$ cat src/logic/frameCheck.sv
module frameCheck (
	input  logic       i_clk,
	input  logic       i_rstN,
	input  logic [7:0] i_rxData,
	input  logic       i_rxValid,
	input  logic [7:0] i_rData,
	input  logic       i_clear,
	input  logic       i_addRx,
	input  logic       i_addMem,
	output logic [7:0] o_chkSum,
	output logic       o_chkMatch
);
	logic memAdd;   // Read data arrives a cycle after the strobe

	// --------------------------------------------------
	// XOR accumulator
	// --------------------------------------------------
	always_ff @(posedge i_clk or negedge i_rstN) begin
		if (!i_rstN) begin
			o_chkSum <= 8'h00;
			memAdd   <= 1'b0;
		end else begin
			memAdd <= i_rxValid && i_addMem;
			if (i_rxValid && i_clear) begin
				o_chkSum <= 8'h00;
			end else if (i_rxValid && i_addRx) begin
				o_chkSum <= o_chkSum ^ i_rxData;    // Address and write data
			end else if (memAdd) begin
				o_chkSum <= o_chkSum ^ i_rData;     // Sector read data
			end
		end
	end

	// Sampled by the sequencer on the checksum byte
	assign o_chkMatch = i_rxData == o_chkSum;

endmodule

$ cat config.mk
export PLATFORM = sky130hd
export DESIGN_NAME = frameCheck
export DESIGN_NICKNAME = d
export VERILOG_FILES = /design/src/logic/frameCheck.sv
export SDC_FILE = /design/constraint.sdc
export NUM_CORES = 1
export LEC_CHECK = 0
export ABC_AREA = 1
export BUFFER_PORTS_ARGS = -buffer_cell sky130_fd_sc_hd__buf_2
export CAP_MARGIN = 30
export CORE_UTILIZATION = 40
export CTS_BUF_LIST = sky130_fd_sc_hd__clkbuf_16
export DETAILED_ROUTE_END_ITERATION = 10
export GPL_TIMING_DRIVEN = 1
export PLACE_DENSITY = 0.67
export SLEW_MARGIN = 40
export SYNTH_ARGS = -nofsm -noshare
export SYNTH_HDL_FRONTEND = slang
export SYNTH_SLANG_ARGS = --single-unit
$ cat constraint.sdc
create_clock -name i_clk -period 1.1 [get_ports i_clk]
set_input_delay 0.165 -clock i_clk [delete_from_list [all_inputs] [get_ports i_clk]]
set_output_delay 0.165 -clock i_clk [all_outputs]
set_load 0.01 [all_outputs]
# Word-level counts from Yosys, hierarchy flattened
# Cells that the tools add are included.
dict set report totals {
  regBits 9
  in_bits 22
}
dict set report classes {
  eq_ne 1
  mux 3
  n_bitwise 2
  n_reduce_logical 4
}
# cell count
set op_table {}
lappend op_table {{$mux 8} 3}
lappend op_table {{$xor 8x8->8} 2}
lappend op_table {{$eq 8x8->1} 1}
lappend op_table {{$logic_and 1x1->1} 3}
lappend op_table {{$reduce_bool 3->1} 1}

# Logic depth before layout (Yosys ltp)
dict set report depth {
  word_depth 4
  mapped_depth 7
}

# Least setup slack after synthesis
# No wires, ideal clock.
dict set report synth_timing {
  path_type {reg2out}
  from {reg o_chkSum[7]}
  to {out o_chkMatch}
  arrival_ps 893
  t_required_ps 935
  path_slack_ps 42
  stages_incl_launch_ff 6
  path_buffers 0
  path_cell_list {dfrtp_1 > nor2_1 > nor2_1 > nor2_1 > nand2_1 > nor2_1}
}
dict set report synth_via {
  elab_chain_cells 1
}
# item line
set synth_rtl {}
lappend synth_rtl {{start, declared} 10} ;# output logic [7:0] o_chkSum,
lappend synth_rtl {{start signal, assigned} 27} ;# o_chkSum <= o_chkSum ^ i_rxData;
lappend synth_rtl {{start signal, assigned} 29} ;# o_chkSum <= o_chkSum ^ i_rData;
lappend synth_rtl {{$eq 8x8->1} 35} ;# assign o_chkMatch = i_rxData == o_chkSum;
lappend synth_rtl {{end, declared} 11} ;# output logic o_chkMatch
# Every way passes these cells.

# Worst setup path in the final report
dict set report layout_timing {
  from {reg o_chkSum[5]}
  to {out o_chkMatch}
}
# The elaborated chain is that of the path after synthesis.

==> results.json <==
{
  "drc_errors": 2,
  "violations": "design-rule violations, negative setup slack",
  "place_ws_ns": -0.00633,
  "required_ns": 0.94,
  "synth-seq-cells": 9,
  "wirelength_um": 1820,
  "grt_usage_pct": 21.7,
  "clock_skew_ns": 0.00136,
  "wl_per_cell_um": 11.2,
  "clk_path_buf_depth": 2,
  "nNetsFinal": 169,
  "syn_avg_cell_area_um2": 6.92,
  "diodes": 0,
  "vias_per_cell": 4.92,
  "rows": 14,
  "ys_seq_area_share_pct": 32.2,
  "fin_crit_sh_pct": 121,
  "ys_types": 13,
  "hpwl_um": 1270,
  "drv_cap": 0,
  "crit_chain": "xor2_1, nor2_1, nand2_1, nor2_1, buf_2",
  "gr-total-overflow": 0,
  "dp.cells": 154,
  "rr_startpoint": "memAdd",
  "cp_common_cell": "nor2_1",
  "critical_path_arrival_ns": 1.16,
  "layout_commonest_cell": "nand2_1",
  "insertion_delay_ns": 0.24,
  "core_um2": 1580,
  "dieArea_um2": 1920,
  "layout_common_cells": "nand2_1 (31), buf_2 (29), nor2_1 (20)",
  "finish.utilization_pct": 65.4,
  "area_delta_synth_final_pct": 47.4,
  "io_buffers": 30,
  "grt_max_degree": 17,
  "cp-start-kind": "flip-flop",
  "synth_area_um2": 699,
  "antenna_found_initial": 0,
  "rsz0062_at_grt": "yes",
  "fin_crit_ns": 1.33,
  "vias": 797,
  "maxSlewHeadroom_pct": 83.8,
  "setup_viol": 2,
  "grt_pass1_wl_um": 2930,
  "htreeDepth": 1,
  "slowest_delay_ns": 0.38,
  "ys.warnings.count": 0,
  "layout-drive-gt1-share_pct": 36.3,
  "io_pins": 31,
  "worstSetupEndpointType": "output port",
  "finalHoldViolCount": 0,
  "vdd_ir_drop_max_uv": 1150,
  "drtIter0Drc": 23,
  "min_path_type": "in2reg",
  "synth_fp_nets": 123,
  "slew_violations": 0,
  "critical_path_class": "reg2out",
  "p_per_area_nw_per_um2": 1550,
  "status": "finished with violations",
  "antenna_left": 0,
  "cp-startpoint": "o_chkSum[5]",
  "die-height_um": 43.8,
  "worst_pin_slew_ns": 0.244,
  "start_util_pct": 44.4,
  "hp-start": "i_addMem",
  "crit_fanout": 2,
  "clock_sinks": 9,
  "max_freq_mhz": 754,
  "final_cells": 162,
  "finalWeightedCongestion": 0.794,
  "cpMaxStageDelayCell": "dfrtp_1",
  "synth_cells": 101,
  "setup_ws_ns": -0.227,
  "clk_transition_reported_paths_ns": 0.04,
  "grt_pass1_vias": 706,
  "die_x_um": 43.8,
  "setup_tns_ns": -0.266,
  "leakagePower_nw": 0.608,
  "cts_tree": "done",
  "numCtsBuffers": 3,
  "clockRootBuffer": "clkbuf_16",
  "drtPass1Iterations": 7
}
-- flip-flops by register name, indices dropped and copies added, names as in the netlist --
register,flops
memAdd,1
o_chkSum,8
-- through the flow --
stage          total power, mW  hold WS (ns)  area [um2]
2_1_floorplan            0.698        -0.131         699
3_3_place_gp             0.893        0.0352         897
3_5_place_dp             0.903        0.0295         897
4_1_cts                   1.57         0.113         993
5_1_grt                   1.70         0.142        1030
6_report                  1.60         0.113        1030
-- where the power goes --
part           total, mW  internal [mW]  switching [mW]
sequential         0.429          0.388          0.0408
clock              0.645          0.476           0.169
combinational      0.522          0.256           0.267
-- routing by layer --
layer	GRT usage, %	wire (um)
met4	9.38	24
met3	6.25	139
met2	34.6	839
met5	0	0
met1	27.3	817
-- layout make-up --
type / instances / area (um2)
Clock buffer: 3 / 75.1
Timing Repair Buffer: 43 / 260
Clock inverter: 1 / 3.75
Sequential cell: 9 / 225
Inverter: 6 / 22.5
Tap cell: 16 / 20.0
Fill cell: 144 / 546
Multi-Input combinational cell: 84 / 424
-- cells by family (layout without fill, tap and decap cells) --
group / after synthesis / after routing / share of synthesized area (%)
buffers and inverters: 9 / 53 / 10.0
XOR/XNOR: 4 / 4 / 5.01
flip-flops: 9 / 9 / 32.2
AND/OR/NAND/NOR: 71 / 72 / 47.1
AO/OA/AOI/OAI: 8 / 8 / 5.72
-- critical path, delay by kind of cell (launching register included) --
| family | cells | cell delay (ns) |
|---|---|---|
| flip-flops | 1 | 0.38 |
| XOR/XNOR | 1 | 0.14 |
| AND/OR/NAND/NOR | 3 | 0.26 |
| buffers and inverters | 1 | 0.14 |
-- what timing repair did --
action                                  CTS  global route
hold buffers                              1             0
pin swaps                                 6             6
endpoints found under the setup margin    1             8
gates cloned                              0             1
endpoints found under the hold margin     9             0
buffers inserted                          1             1
gates resized for setup                   0             5
-- worst paths after layout --
check	slack, ns	cells past startpoint	end
min in group asynchronous	0.30	2	memAdd
setup reg to reg	0.16	4	o_chkSum[2]
hold / removal	0.11	3	memAdd
hold reg to reg	0.64	3	o_chkSum[0]
setup / recovery	-0.23	5	o_chkMatch
max in group asynchronous	0.62	2	o_chkSum[1]
-- cell usage after synthesis (all sizes together) --
cell type  count  area [um2]
nor2          21        78.8
nand2         33         143
inv            6        22.5
a21oi          8        40.0
nand3         17         108
xor2           4        35.0
dfrtp          9         225
buf            2        22.5
clkbuf         1        25.0
Note: power is estimated with default switching activity, not from simulation.
