==> config.mk <==
export PLATFORM = sky130hd
export DESIGN_NAME = replyGen
export DESIGN_NICKNAME = d
export VERILOG_FILES = /design/src/logic/memCardPkg.sv /design/src/logic/replyGen.sv
export SDC_FILE = /design/constraint.sdc
export NUM_CORES = 1
export LEC_CHECK = 0
export BUFFER_PORTS_ARGS = -buffer_cell sky130_fd_sc_hd__buf_4
export CORE_MARGIN = 2
export CORE_UTILIZATION = 40
export CTS_CLUSTER_DIAMETER = 60
export CTS_CLUSTER_SIZE = 16
export DETAILED_ROUTE_END_ITERATION = 10
export SETUP_SLACK_MARGIN = 0.3
export SLEW_MARGIN = 0
export SYNTH_ARGS = -nofsm -noshare
export SYNTH_HDL_FRONTEND = slang
export SYNTH_SLANG_ARGS = --single-unit
==> constraint.sdc <==
create_clock -name i_clk -period 1.5 [get_ports i_clk]
set_input_delay 0.075 -clock i_clk [delete_from_list [all_inputs] [get_ports i_clk]]
set_output_delay 0.075 -clock i_clk [all_outputs]
set_load 0.005 [all_outputs]
==> src/logic/memCardPkg.sv <==
package memCardPkg;

	// --------------------------------------------------
	// Frame sequencer states
	// --------------------------------------------------
	typedef enum logic [4:0] {
		idle,
		waitCmd,
		rdId1,
		rdId2,
		rdAdrHi,
		rdAdrLo,
		rdAck1,
		rdAck2,
		rdEchoHi,
		rdEchoLo,
		rdData,
		rdChk,
		rdEnd,
		wrId1,
		wrId2,
		wrAdrHi,
		wrAdrLo,
		wrData,
		wrChk,
		wrAck1,
		wrAck2,
		wrEnd
	} cardState;

	typedef enum logic [7:0] {
		cmdSelect = 8'h81,
		cmdRead   = 8'h52,  // 'R'
		cmdWrite  = 8'h57,  // 'W'
		cmdGetId  = 8'h53   // 'S'
	} cardCmd;

	// Last byte of a write frame
	typedef enum logic [7:0] {
		statGood      = 8'h47,  // 'G'
		statBadChk    = 8'h4E,  // 'N'
		statBadSector = 8'hFF
	} writeStatus;

	typedef enum logic [3:0] {
		repIdle,
		repFlags,
		repId1,
		repId2,
		repZero,
		repAck1,
		repAck2,
		repAdrHi,
		repAdrLo,
		repMemData,
		repChk,
		repGood,
		repStatus
	} replyKind;

	// Sits at bits 4..2 of the flags byte
	typedef struct packed {
		logic unknown;
		logic fresh;
		logic error;
	} cardFlags;

	localparam int              blockBytes = 128;
	localparam int              maxAdrBits = 17;
	localparam logic [7:0]      idByte1    = 8'h5A;
	localparam logic [7:0]      idByte2    = 8'h5D;
	localparam logic [7:0]      ackByte1   = 8'h5C;
	localparam logic [7:0]      ackByte2   = 8'h5D;

	typedef struct packed {
		logic [maxAdrBits-1:0] adr;
		logic                  write;
		logic [7:0]            wData;
	} hostReq;

	// Sequencer access, address is sector then index
	typedef struct packed {
		logic                  valid;
		logic                  write;
		logic [maxAdrBits-1:0] adr;
	} storeReq;

endpackage
==> src/logic/replyGen.sv <==
module replyGen (
	input  logic                   i_clk,
	input  logic                   i_rstN,
	input  logic                   i_rxValid,
	input  memCardPkg::replyKind   i_reply,
	input  memCardPkg::cardFlags   i_flags,
	input  memCardPkg::writeStatus i_status,
	input  logic [9:0]             i_sector,
	input  logic [7:0]             i_rData,
	input  logic [7:0]             i_chkSum,
	output logic                   o_txValid,
	output logic [7:0]             o_txData
);
	memCardPkg::replyKind   kind;
	memCardPkg::cardFlags   flags;
	memCardPkg::writeStatus status;
	logic [9:0]             sector;
	logic [7:0]             chkSum;
	logic                   pending;
	logic [7:0]             txByte;

	// --------------------------------------------------
	// Stage 1, capture at the strobe
	// --------------------------------------------------
	always_ff @(posedge i_clk or negedge i_rstN) begin
		if (!i_rstN) begin
			pending <= 1'b0;
			kind    <= memCardPkg::repIdle;
		end else begin
			pending <= i_rxValid;
			if (i_rxValid) begin
				kind <= i_reply;
			end
		end
	end

	always_ff @(posedge i_clk) begin
		if (i_rxValid) begin
			flags  <= i_flags;
			status <= i_status;
			sector <= i_sector;
			chkSum <= i_chkSum;
		end
	end

	always_comb begin
		case (kind)
			memCardPkg::repFlags:   txByte = {3'b000, flags, 2'b00};
			memCardPkg::repId1:     txByte = memCardPkg::idByte1;
			memCardPkg::repId2:     txByte = memCardPkg::idByte2;
			memCardPkg::repZero:    txByte = 8'h00;
			memCardPkg::repAck1:    txByte = memCardPkg::ackByte1;
			memCardPkg::repAck2:    txByte = memCardPkg::ackByte2;
			memCardPkg::repAdrHi:   txByte = {6'd0, sector[9:8]};
			memCardPkg::repAdrLo:   txByte = sector[7:0];
			memCardPkg::repMemData: txByte = i_rData;   // Valid in this cycle only
			memCardPkg::repChk:     txByte = chkSum;
			memCardPkg::repGood:    txByte = memCardPkg::statGood;
			memCardPkg::repStatus:  txByte = status;
			default:                txByte = 8'hFF;
		endcase
	end

	// Stage 2, byte out with its strobe
	always_ff @(posedge i_clk or negedge i_rstN) begin
		if (!i_rstN) begin
			o_txValid <= 1'b0;
			o_txData  <= 8'hFF;
		end else begin
			o_txValid <= pending;
			if (pending) begin
				o_txData <= txByte;   // Held until the next reply
			end
		end
	end

endmodule

# Word level (Yosys, flattened, before mapping)
# Index checks and enable logic that the tools add are counted.
# totals
reg_bits	43
# classes
eq_ne	12
mux	1
n_reduce_logical	1
# op_table
cell	count
one-hot mux 8 bit (11 select lines)	1
equality test 4 bit (second input constant)	5
equality test 4 x 3 -> 1 bit (second input constant)	4
equality test 4 x 2 -> 1 bit (second input constant)	2
equality test 4 x 1 -> 1 bit (second input constant)	1
OR reduction 2 bit	1

# Longest topological paths before layout
# logic_depth
depth_word	3
mapped_depth	6

# Worst setup path before layout
# No wires, ideal clock.
# synth_path
kind	reg2reg
from	reg kind[1]
to	reg o_txData[1]
path_stages_with_launch	7
n_path_buf	2
synth_period_minus_slack_ps	1282
setup_time_ps	93
arrival_ps	1190
required_time_ps	1407
path_slack_ps	218
path_cell_list	dfrtp_1 > buf_6 > buf_6 > o31ai_2 > a21oi_1 > a221oi_2 > a21oi_1
# synth_via
elab_chain_cells	3
word_cells_on_any_way	14
classes_between	12 x eq/ne; 1 x mux; 1 x reduce/logical
# synth_lines
item	line_no	text
start, declared	replyGen.sv:14	memCardPkg::replyKind kind;
start signal, assigned	replyGen.sv:28	kind <= memCardPkg::repIdle;
start signal, assigned	replyGen.sv:32	kind <= i_reply;
equality test 4 x 3 -> 1 bit / equality test 4 x 2 -> 1 bit (equally long branches)	replyGen.sv:47	case (kind)
OR reduction 2 bit (no source line)	--	
one-hot mux 8 bit (11 select lines) (*)	replyGen.sv:47	
end signal, assigned	replyGen.sv:72	o_txData <= txByte;
end, declared	replyGen.sv:12	output logic [7:0] o_txData
# Mark *: on every way between the ends. The rest lies on a longest branch, timed or not.
# A chain may end at the register's enable or synchronous reset.

# Worst setup path after layout
# layout_path
from	reg kind[0]
to	reg o_txData[3]
# The elaborated chain is that of the path after synthesis.

==> results.json <==
{
  "outcome": "finished clean",
  "drt_iter0_markers": 119,
  "fillers": 314,
  "synth_nets": 177,
  "grt-ovfl-total": 0,
  "wl_met1_microns": 1880,
  "setup_viol_count_final": 0,
  "drc": 0,
  "syn_inst": 133,
  "ctsHtreeMaxLevel": 2,
  "drt.antenna.violating_nets": 0,
  "grt_pass1_wl_microns": 7510,
  "worstSetupPathType": "reg2reg",
  "clk_latency_ns": 0.30,
  "die_h_microns": 72.3,
  "tritoncts.num_buffers": 5,
  "synthAdderAreaFrac_pct": 0,
  "synth-seq-cells": 43,
  "synth.avg_cell_area_sq_um": 14.0,
  "placement.io_buffers": 52,
  "clock_sinks": 43,
  "dr.pass1.iters": 4,
  "vias_per_cell": 5.18,
  "finalSetupTns_ns": 0,
  "wl_per_cell_microns": 15.5,
  "max_freq_ghz": 0.758,
  "ys_warn_count": 0,
  "start_util_pct": 42.2,
  "antenna_found_initial": 0,
  "synth_compound_area_share_pct": 13.8,
  "clockRootBuffer": "clkbuf_8",
  "placed_area_sq_um": 2380,
  "synth.distinct_cells": 41,
  "routed_wl_microns": 4430,
  "fin_crit_ns": 1.32,
  "top_layer": "met4",
  "period_share_pct": 88.0,
  "hold_class": "in2reg",
  "r2r_setup_slack_ns": 0.18,
  "area_growth_pct": 55.1,
  "gp_congestion": 0.873,
  "boundaryPins": 53,
  "final_cell_area_sq_um": 2890,
  "synth_edf_count": 29,
  "relSlewSlack_pct": 80.2,
  "seq_area_sq_um": 1230,
  "clock_skew_ns": 0.00530,
  "synth.mux.area_fraction_pct": 6.31,
  "num_rows": 24,
  "async_flop_share_pct": 32.6,
  "cts.path.max_buffers": 2,
  "cts_tree": "built",
  "crit_fanout": 6,
  "p_per_area_nw_per_um2": 982,
  "mappedNetlistArea_sq_um": 1860,
  "wl_met3_microns": 246,
  "grt_max_degree": 25,
  "core_sq_um": 4410,
  "wl_met2_microns": 2230,
  "worst_pin_slew_ns": 0.297,
  "die_w_microns": 72.3,
  "synth_top_flop_cell": "edfxtp_1",
  "grt_usage_pct": 19.1,
  "hold_viol": 0,
  "cp.arrival_ns": 1.55,
  "synthSimpleGateAreaFrac_pct": 10.1,
  "cp-end-kind": "flop",
  "required_ns": 1.73,
  "setup_slack_ns": 0.180,
  "die_area_sq_um": 5220,
  "clk_pin_slew_ns": 0.08,
  "slew_violations": 0,
  "synth_top_family_by_area": "compound AO/OA/AOI/OAI gates",
  "nNetsFinal": 276,
  "num_antenna_cells": 0,
  "p_leak_nw": 1.15,
  "synthXorXnorAreaFrac_pct": 0,
  "hpwl_microns": 3010,
  "pre_cts_ws_ns": 0.0658,
  "drive_gt1_share_pct": 48.9,
  "rsz0062_at_grt": "true",
  "multi_input_area_sq_um": 643,
  "peakVddDrop_mv": 0.614,
  "max-cap-violations": 0,
  "worstSetupStartpointType": "flop",
  "vias": 1475,
  "ys_seq_area_share_pct": 66.0,
  "grt_pass1_vias": 1564
}
[area by class of cell]
| class | count | share of cell area (%) |
|---|---|---|
| flip-flops and latches | 43 | 42.7 |
| clock buffers | 6 | 2.51 |
| repair buffers | 100 | 29.8 |
| clock inverters | 2 | 0.260 |
| multi-input cells | 81 | 22.2 |
| well taps | 52 | 2.25 |
| inverters | 1 | 0.216 |
[state kept, by name, indices dropped and copies added, names as in the netlist]
name	count
sector	10
chkSum	8
o_txData	8
status	8
kind	4
flags	3
o_txValid	1
pending	1
[final timing paths]
path / startpoint / to / cells past startpoint
min in group asynchronous: i_rstN / kind[3]$_DFFE_PN0P_ / 2
min reg2reg: o_txData[1]$_DFFE_PN1P_ / o_txData[1]$_DFFE_PN1P_ / 2
min: i_reply[3] / kind[3]$_DFFE_PN0P_ / 2
max reg2reg: kind[0]$_DFFE_PN0P_ / o_txData[3]$_DFFE_PN1P_ / 4
max in group asynchronous: i_rstN / o_txData[7]$_DFFE_PN1P_ / 2
max: kind[0]$_DFFE_PN0P_ / o_txData[3]$_DFFE_PN1P_ / 4
[cell usage after synthesis (4+ instances only)]
cell	n	share of area, %
nand2_1	6	1.2
nand4_1	4	1.3
dfstp_2	8	11
nor2_1	7	1.4
a21oi_1	5	1.3
mux2_2	5	3.0
dfrtp_1	6	8.1
nand3_1	6	1.6
buf_6	4	2.4
mux2i_1	5	2.7
edfxtp_1	29	47
[metal layers]
layer | global-route usage [%] | vias to the layer above
met5 | 0 | -
met3 | 4.72 | 10
met1 | 24.8 | 701
met4 | 6.92 | 0
li1 | - | 711
met2 | 31.3 | 53
[stage by stage]
| stage | hold slack, ns | util, % | instances | total power [mW] |
|---|---|---|---|---|
| after CTS | 0.000946 | 64.7 | 285 | 2.83 |
| after floorplan | -0.221 | - | 133 | 1.77 |
| after detailed placement | -0.0606 | 53.8 | 243 | 2.03 |
| final | 0.00651 | 65.5 | 285 | 2.84 |
| after global routing | -0.000444 | 65.5 | 285 | 2.99 |
| after global placement | -0.0686 | 53.8 | 243 | 2.01 |
[repair_timing]
item / CTS / global route
gates resized for setup: 21 / 8
setup endpoints to repair: 8 / 8
pin swaps: 6 / 4
gates cloned: 0 / 0
buffers inserted: 3 / 0
endpoints found under the hold margin: 44 / 0
hold buffers: 31 / 0
[cells in the final DEF (no fill, tap or decap), types with 2 or more instances in the layout]
| cell type | instances |
|---|---|
| o21ai_1 | 3 |
| a22oi_1 | 3 |
| dfrtp_1 | 3 |
| clkinv_1 | 2 |
| dlygate4sd3_1 | 31 |
| nand2b_4 | 2 |
| dfrtp_2 | 3 |
| buf_6 | 9 |
| buf_4 | 60 |
| o21ai_2 | 2 |
| mux2i_1 | 2 |
| nor2b_1 | 3 |
| mux2i_2 | 3 |
| o32a_1 | 2 |
| a21oi_1 | 5 |
| nand3_2 | 2 |
| clkbuf_8 | 5 |
| o21ai_0 | 2 |
| nor2_1 | 6 |
| edfxtp_1 | 29 |
| dfstp_2 | 8 |
| nor2_2 | 3 |
| nand4_1 | 4 |
| nand2_1 | 5 |
| nand3_1 | 4 |
| nand2_2 | 2 |
| o22a_1 | 3 |
| mux2_2 | 5 |
| o22ai_2 | 2 |
[report_power, final]
group	leakage (nW)	internal [mW]	switching, mW
clock	0.0403	0.318	0.375
combinational	0.678	0.383	0.266
sequential	0.435	1.42	0.0721
[worst max-delay path, cell delays in order, from the launching register on]
cell     delay, ns
dfrtp_2       0.45
buf_6         0.16
mux2i_1       0.21
o21ai_0       0.14
o32a_1        0.29
[logic make-up after synthesis]
kind of cell    count (synthesis)
compound gates                 34
buf+inv                         9
flops                          43
mux                            11
simple gates                   36
Power figures use the tool's default switching activity.
